--- config.mk ---
export PLATFORM = sky130hd
export DESIGN_NAME = mem_arbiter
export DESIGN_NICKNAME = d
export VERILOG_FILES = /design/src/verilog/mem_sys_pkg.sv /design/src/verilog/mem_arbiter.sv
export SDC_FILE = /design/constraint.sdc
export NUM_CORES = 1
export LEC_CHECK = 0
export BUFFER_PORTS_ARGS = -buffer_cell sky130_fd_sc_hd__buf_2
export CAP_MARGIN = 20
export CORE_AREA = 4 4 338 340
export DETAILED_ROUTE_END_ITERATION = 6
export DIE_AREA = 0 0 342 344
export GPL_ROUTABILITY_DRIVEN = 0
export GPL_TIMING_DRIVEN = 0
export SKIP_LAST_GASP = 1
export SLEW_MARGIN = 30
export SYNTH_ARGS = -nofsm -noshare
export SYNTH_HDL_FRONTEND = slang
export SYNTH_SLANG_ARGS = --single-unit
--- constraint.sdc ---
create_clock -name clk -period 1.6 [get_ports clk]
set_clock_uncertainty 0.05 [all_clocks]
set_input_delay 0.08 -clock clk [delete_from_list [all_inputs] [get_ports clk]]
set_output_delay 0.08 -clock clk [all_outputs]
set_load 0.02 [all_outputs]
--- src/verilog/mem_sys_pkg.sv ---
package mem_sys_pkg;

    // address and line geometry
    localparam int XLEN        = 32;
    localparam int LINE_BITS   = 128;
    localparam int OFFSET_BITS = 4;
    localparam int INDEX_BITS  = 6;
    localparam int TAG_BITS    = XLEN - INDEX_BITS - OFFSET_BITS;
    localparam int NUM_LINES   = 1 << INDEX_BITS;

    // store width, same coding as the core's mem_width
    typedef enum logic [1:0] {
        WIDTH_BYTE = 2'd0,
        WIDTH_HALF = 2'd1,
        WIDTH_WORD = 2'd2
    } width_e;

    // line bus, shared by both caches
    typedef struct packed {
        logic                 req;
        logic                 we;
        logic [XLEN-1:0]      addr;
        logic [LINE_BITS-1:0] wdata;
    } bus_req_t;

    typedef struct packed {
        logic                 ready;
        logic [LINE_BITS-1:0] rdata;
    } bus_rsp_t;

    // load or store from the requester
    typedef struct packed {
        logic            valid;
        logic            rw;
        logic [XLEN-1:0] addr;
        width_e          width;
        logic [XLEN-1:0] wdata;
    } dreq_t;

    typedef struct packed {
        logic [LINE_BITS-1:0] data;
    } ientry_t;

    typedef struct packed {
        logic                 dirty;
        logic [LINE_BITS-1:0] data;
    } dentry_t;

endpackage

--- src/verilog/mem_arbiter.sv ---
`timescale 1ns/1ns

module mem_arbiter
    import mem_sys_pkg::*;
(
    input  logic     clk,
    input  logic     rst_n_i,

    input  bus_req_t icache_req_i,
    output bus_rsp_t icache_rsp_o,
    input  bus_req_t dcache_req_i,
    output bus_rsp_t dcache_rsp_o,

    output bus_req_t mem_req_o,
    input  bus_rsp_t mem_rsp_i
);

    // one-hot owner, bit 1 is the data side
    logic [1:0] grant_q;
    logic [1:0] grant;

    // data side wins a fresh grant, the core stalls on its misses
    always_comb begin
        if (grant_q != 2'b00) begin
            grant = grant_q;
        end else if (dcache_req_i.req) begin
            grant = 2'b10;
        end else if (icache_req_i.req) begin
            grant = 2'b01;
        end else begin
            grant = 2'b00;
        end
    end

    assign mem_req_o = grant[1] ? dcache_req_i : icache_req_i;

    always_ff @(posedge clk or negedge rst_n_i) begin
        if (!rst_n_i) begin
            grant_q <= 2'b00;
        end else if (mem_rsp_i.ready) begin
            grant_q <= 2'b00;
        end else if (mem_req_o.req) begin
            grant_q <= grant;
        end
    end

    // ready only to the owner, data fans out to both
    assign icache_rsp_o.ready = mem_rsp_i.ready && grant[0];
    assign icache_rsp_o.rdata = mem_rsp_i.rdata;
    assign dcache_rsp_o.ready = mem_rsp_i.ready && grant[1];
    assign dcache_rsp_o.rdata = mem_rsp_i.rdata;

    a_one_ready: assert property (@(posedge clk) disable iff (!rst_n_i)
        !(icache_rsp_o.ready && dcache_rsp_o.ready));

    // the owning cache keeps its request up until served
    a_grant_held: assert property (@(posedge clk) disable iff (!rst_n_i)
        grant_q != 2'b00 |-> mem_req_o.req);

endmodule

==> results of run 1 <==
[through the flow]
step           instances  cell area [µm²]
3_5_place_dp        2693             9940
2_1_floorplan        447             4330
6_report            2732            11500
5_1_grt             2727            11500
3_3_place_gp        2693             9940
4_1_cts             2709            10900
[worst min-delay path: stages]
cell and delay, ns:
buf_2 0.10, o31a_1 0.17, nor2_1 0.04
[per-layer routing]
layer	vias to the layer above	GRT usage [%]
li1	2792	-
met1	2678	12.5
met2	468	14.2
met3	49	1.53
met4	6	1.45
met5	-	0
[kinds of logic after synthesis]
logic type,after synthesis
buffers and inverters,276
multiplexers,161
AO/OA/AOI/OAI,4
AND/OR/NAND/NOR,4
flip-flops,2
[timing repair]
item / 4_1_cts / 5_1_grt
resized for setup: 198 / 175
hold endpoints to repair: 3 / 0
setup endpoints to repair: 162 / 162
cloned: 3 / 5
buffers inserted: 8 / 7
hold buffers: 2 / 0
[placed cells by master, fill, tap and decap left out]
cell type	n
mux2_4	113
buf_2	622
nor2b_1	2
buf_6	92
clkbuf_16	8
dlygate4sd3_1	2
o21ai_0	2
buf_16	5
diode_2	14
inv_2	1
nor2_1	2
inv_1	1
buf_8	24
a21oi_2	1
dfrtp_1	2
clkbuf_4	2
o31a_1	1
buf_4	275
buf_12	15
mux2_2	48
[worst paths after layout]
kind,from,to,slack (ns),cells after the start
min in group asynchronous,rst_n_i,grant_q[1],0.20,2
min,dcache_req_i[161],grant_q[0],0.17,3
max in group asynchronous,rst_n_i,grant_q[0],1.20,2
min reg2reg,grant_q[0],grant_q[0],0.55,3
max reg2reg,grant_q[1],grant_q[1],0.19,6
max,grant_q[1],mem_req_o[135],-0.40,6
[where the power goes]
| part | internal, W | switching, W |
|---|---|---|
| logic | 0.00251 | 0.00265 |
| clock network | 0.000318 | 0.0000579 |
| registers | 0.0000547 | 0.00000271 |
| total | 0.00289 | 0.00271 |
[final cells by class]
type | count | share of cell area (%)
timing repair buffer | 769 | 42.5
multi-input combinational | 169 | 19.9
buffer | 273 | 19.8
tap | 1500 | 16.3
clock buffer | 3 | 0.653
sequential | 2 | 0.435
antenna | 14 | 0.305
inverter | 2 | 0.0653
==> metrics.md, run 1 <==
| Metric | Value |
|---|---|
| Critical Path AT | `1.87 ns` |
| Clock Pin Slew Worst Setup and Hold Paths | `0.03 ns` |
| Max clock buf depth | `2` |
| CP top delay family | `buffers and inverters` |
| Unrepaired setup endpoints after global routing | `yes` |
| DR vias/cell | `2.19` |
| Chip height | `344 µm` |
| CP max-delay cell | `dfrtp_1` |
| Largest regs | `grant_q: 2 flops` |
| Multi-input gate area | `2280 µm²` |
| Mean Syn Cell Area | `9.68 µm²` |
| #FFs+latches synth | `2` |
| Failing checks | `negative setup slack` |
| Number of global-route vias before repair | `5726` |
| Starting Density | `3.88%` |
| DR WL met3 | `4.78 mm` |
| Pre-CTS setup slack | `-0.335 ns` |
| Clock network latency to the later pin of the worst-skew pair | `0.22 ns` |
| DRC | `0` |
| Outcome | `finished, violations left` |
| Final Util | `10.3%` |
| Via count | `5993` |
| Antenna violations before repair | `22` |
| Post-synthesis mux area share | `47.8%` |
| Die area | `118000 µm²` |
| Hold Path Class | `in -> reg` |
| Std-Cell Rows | `123` |
| Synth Area in Compound Gates | `0.636%` |
| Hold Worst Slack | `0.171 ns` |
| Adder-Cell Fraction of Synth Area | `0%` |
| Total grt overflow | `0` |
| First-pass GRT wire length | `65.2 mm` |
| Nets@finish | `1675` |
| Setup TNS | `-51.32 ns` |
| Wl on met1 | `25.7 mm` |
| Area delta synth->final | `166%` |
| Die width | `342 µm` |
| Clock sinks | `2` |
| CTS Buf Count | `3` |
| Power per cell area | `486 nW/µm²` |
| Most frequent CP cell | `buf_16` |
| Slew HR | `81.1%` |
| Fmax achieved | `0.500 GHz` |
| EDFF count, synth | `0` |
| Fin crit share | `125%` |
| Most frequent cell after synthesis | `buf_4` |
| Layout cells sized above 1 | `99.0%` |
| Synthesized area | `4330 µm²` |
| Delay of the slowest cell on the worst path | `0.39 ns` |
| Yosys cell types | `14` |
| CP Capture Type | `primary output` |
| Setup WS post-layout | `-0.400 ns` |
| Max layer used | `met5` |
| Post-synth top area cell | `buf_4` |
| Main combinational cell family by area after synthesis | `buffers and inverters` |
| Number of I/O pins | `875` |
| Slew @ Worst Pin | `0.286 ns` |
| Routed WL | `58.1 mm` |
| Top_reg_cell synth | `dfrtp_1` |
| Cell count after synthesis | `447` |
| DRT Pass-1 Iters | `4` |
| Buffers on Ports | `746` |
| Wirelength per Cell | `21.3 µm` |
| FILL cells | `12900` |
| Post-route ant nets | `0` |
| Register area | `50.0 µm²` |
| Buffers & Inverters on Critical Path | `4` |
| Synth top cells by count | `buf_4, mux2_2, mux2_4` |
| Largest net degree at the start of global routing | `11` |
| Total Power | `0.00559 W` |
| CP Class | `reg -> out` |
| Dominant cells by area after synthesis | `buf_4, mux2_2, mux2_4` |
| Core area | `112000 µm²` |
| Max cap viols | `0` |
| CTS Root Cell | `clkbuf_16` |
| Post-synthesis simple-gate area fraction | `0.462%` |
| Endpoints failing setup | `162` |
| CTS tree | `done` |
| CP Max Fanout | `10` |
| Tot GR Track Use | `8.82%` |
| Mapped Nets | `902` |
| Top cell type's share of synthesized area | `46.0%` |
| Ys async rst share | `100%` |
| Most flops, register | `grant_q` |
| Hold Violations, Final | `0` |
| Seq/Total Area, Yosys | `1.16%` |
| H-tree lvl count | `1` |
| Number of synthesis warnings | `0` |
| VDD IR-drop max | `0.219 mV` |
| CP startpoint kind | `flip-flop` |
| Pleak | `5.95 nW` |
| Max reg flops | `2` |
| Metal2 WL | `26.4 mm` |
| Dpl hpwl | `54.6 mm` |
| Fin. max-slew vios | `0` |
| DR iter-0 viols | `127` |
| CP required | `1.47 ns` |
| Post-synthesis xor/xnor area fraction | `0%` |
| Final worst path period need | `2.00 ns` |
| CP Cell Sequence | `a21oi_2, buf_12, buf_16, buf_16, mux2_4, buf_2` |
(Power assumes the default switching activity.)
==> inputs of run 2 (changes only) <==
- REMOVE_ABC_BUFFERS: unset -> 1
==> metrics.md, run 2 (same netlist as run 1, synthesis figures left out) <==
| Metric | Value |
|---|---|
| Slew HR | `77.0%` |
| Setup WS post-layout | `-0.847 ns` |
| Unrepaired setup endpoints after global routing | `yes` |
| Via count | `5047` |
| Wirelength per Cell | `40.2 µm` |
| Slew @ Worst Pin | `0.348 ns` |
| Largest regs | `grant_q: 2 flops` |
| Routed WL | `88.6 mm` |
| Largest net degree at the start of global routing | `21` |
| Failing checks | `negative setup slack` |
| Dpl hpwl | `79.3 mm` |
| Tot GR Track Use | `14.2%` |
| Final worst path period need | `2.45 ns` |
| CP required | `1.47 ns` |
| Core area | `112000 µm²` |
| Max cap viols | `0` |
| Hold Path Class | `in -> reg` |
| Pleak | `3.32 nW` |
| DR vias/cell | `2.29` |
| Most common cell after layout, fill and taps aside | `buf_2` |
| Hold Violations, Final | `0` |
| Fin. max-slew vios | `0` |
| DR iter-0 viols | `212` |
| Outcome | `finished, violations left` |
| CTS Root Cell | `clkbuf_16` |
| CTS Buf Count | `3` |
| Max reg flops | `2` |
| Total grt overflow | `0` |
| VDD IR-drop max | `0.244 mV` |
| Die area | `118000 µm²` |
| CP Class | `reg -> out` |
| Register area | `50.0 µm²` |
| Std-Cell Rows | `123` |
| CTS tree | `done` |
| Number of I/O pins | `875` |
| Post-route insts no fill | `2202` |
| Critical Path AT | `2.32 ns` |
| FILL cells | `13100` |
| Area delta synth->final | `72.8%` |
| DRC | `0` |
| Most flops, register | `grant_q` |
| Clock sinks | `2` |
| Most frequent cells in the layout | `buf_2, mux2_2, mux2_4, buf_6, buf_4` |
| DP Cell Count | `2174` |
| CP startpoint kind | `flip-flop` |
| Multi-input gate area | `2160 µm²` |
| Chip height | `344 µm` |
| Max clock buf depth | `2` |
| Power per cell area | `492 nW/µm²` |
| Number of global-route vias before repair | `4901` |
| Endpoints failing setup | `162` |
| DRT Pass-1 Iters | `4` |
| CP Capture Type | `primary output` |
| Fmax achieved | `0.409 GHz` |
| CP Max Fanout | `10` |
| Layout cells sized above 1 | `98.4%` |
| Nets@finish | `1152` |
| First-pass GRT wire length | `98.2 mm` |
| Clock Pin Slew Worst Setup and Hold Paths | `0.03 ns` |
| Fin crit share | `153%` |
| Final Util | `6.70%` |
| Post-route ant nets | `0` |
| Starting Density | `3.88%` |
| H-tree lvl count | `1` |
| Buffers on Ports | `490` |
| Clock network latency to the later pin of the worst-skew pair | `0.22 ns` |
| Die width | `342 µm` |
| Antenna violations before repair | `19` |
run 2: changes by cell type in the layout (fill, tap and decap cells not counted), sizes merged:
cell         before  now
buf            1033  516
clkbuf           10    5
diode            14    7
dlygate4sd3       2    1
run 2: metal layers:
metal  vias up  GRT usage, %  share of wire, %
met4        18          2.23               1.9
met1      2161          13.2                33
met5         -          5.76              0.95
met3        87          15.6                24
li1       1739             -                 -
met2      1042          20.9                41
run 2: path summary, 6_finish.rpt:
path	start	endpoint	slack [ns]	depth (start not counted)
min in group asynchronous	rst_n_i	grant_q[1]	0.33	2
min	mem_rsp_i[128]	grant_q[1]	0.04	2
max	grant_q[0]	mem_req_o[47]	-0.85	12
max reg2reg	grant_q[1]	grant_q[0]	0.55	3
max in group asynchronous	rst_n_i	grant_q[0]	1.07	2
min reg2reg	grant_q[1]	grant_q[1]	0.71	3
run 2: stage by stage:
stage               TNS [ns]  instance area, µm²  total power (W)  setup slack (ns)  hold WS [ns]
detailed placement   -106.53                6780          0.00305             -1.45        -0.169
global route         -103.76                7480          0.00392            -0.905        0.0611
global placement    -1301.96                6500          0.00315             -8.43        -0.172
CTS                   -97.05                7470          0.00381            -0.871        0.0444
finish                -93.68                7480          0.00368            -0.847        0.0405
floorplan            -851.39                2170          0.00157             -5.29        -0.266
run 2: power breakdown:
part	internal (W)	switching [W]	leakage, nW
registers	0.0000547	0.00000347	0.0260
clock network	0.000318	0.0000547	0.0370
logic	0.00152	0.00173	3.25
total	0.00189	0.00179	3.32
run 2: area by class of cell:
type,count,share of cell area (%)
sequential,2,0.669
clock buffer,3,1.00
inverter,2,0.100
multi-input combinational,169,28.9
antenna,7,0.234
tap,1500,25.1
timing repair buffer,519,44.0
run 2: critical path, stage by stage, from the launching register on:
cell,delay (ns)
dfrtp_1,0.36
inv_2,0.08
a21oi_4,0.07
buf_16,0.13
buf_16,0.12
buf_16,0.12
buf_16,0.13
buf_16,0.13
buf_16,0.13
buf_16,0.14
buf_16,0.15
mux2_4,0.35
buf_6,0.15
run 2: repair_timing:
| item | in CTS | in global routing |
|---|---|---|
| pin swaps | 1 | 0 |
| cloned | 1 | 1 |
| setup endpoints to repair | 162 | 162 |
| setup buffers | 19 | 0 |
| hold buffers | 1 | 0 |
| endpoints found under the hold margin | 2 | 0 |
| resized for setup | 135 | 7 |
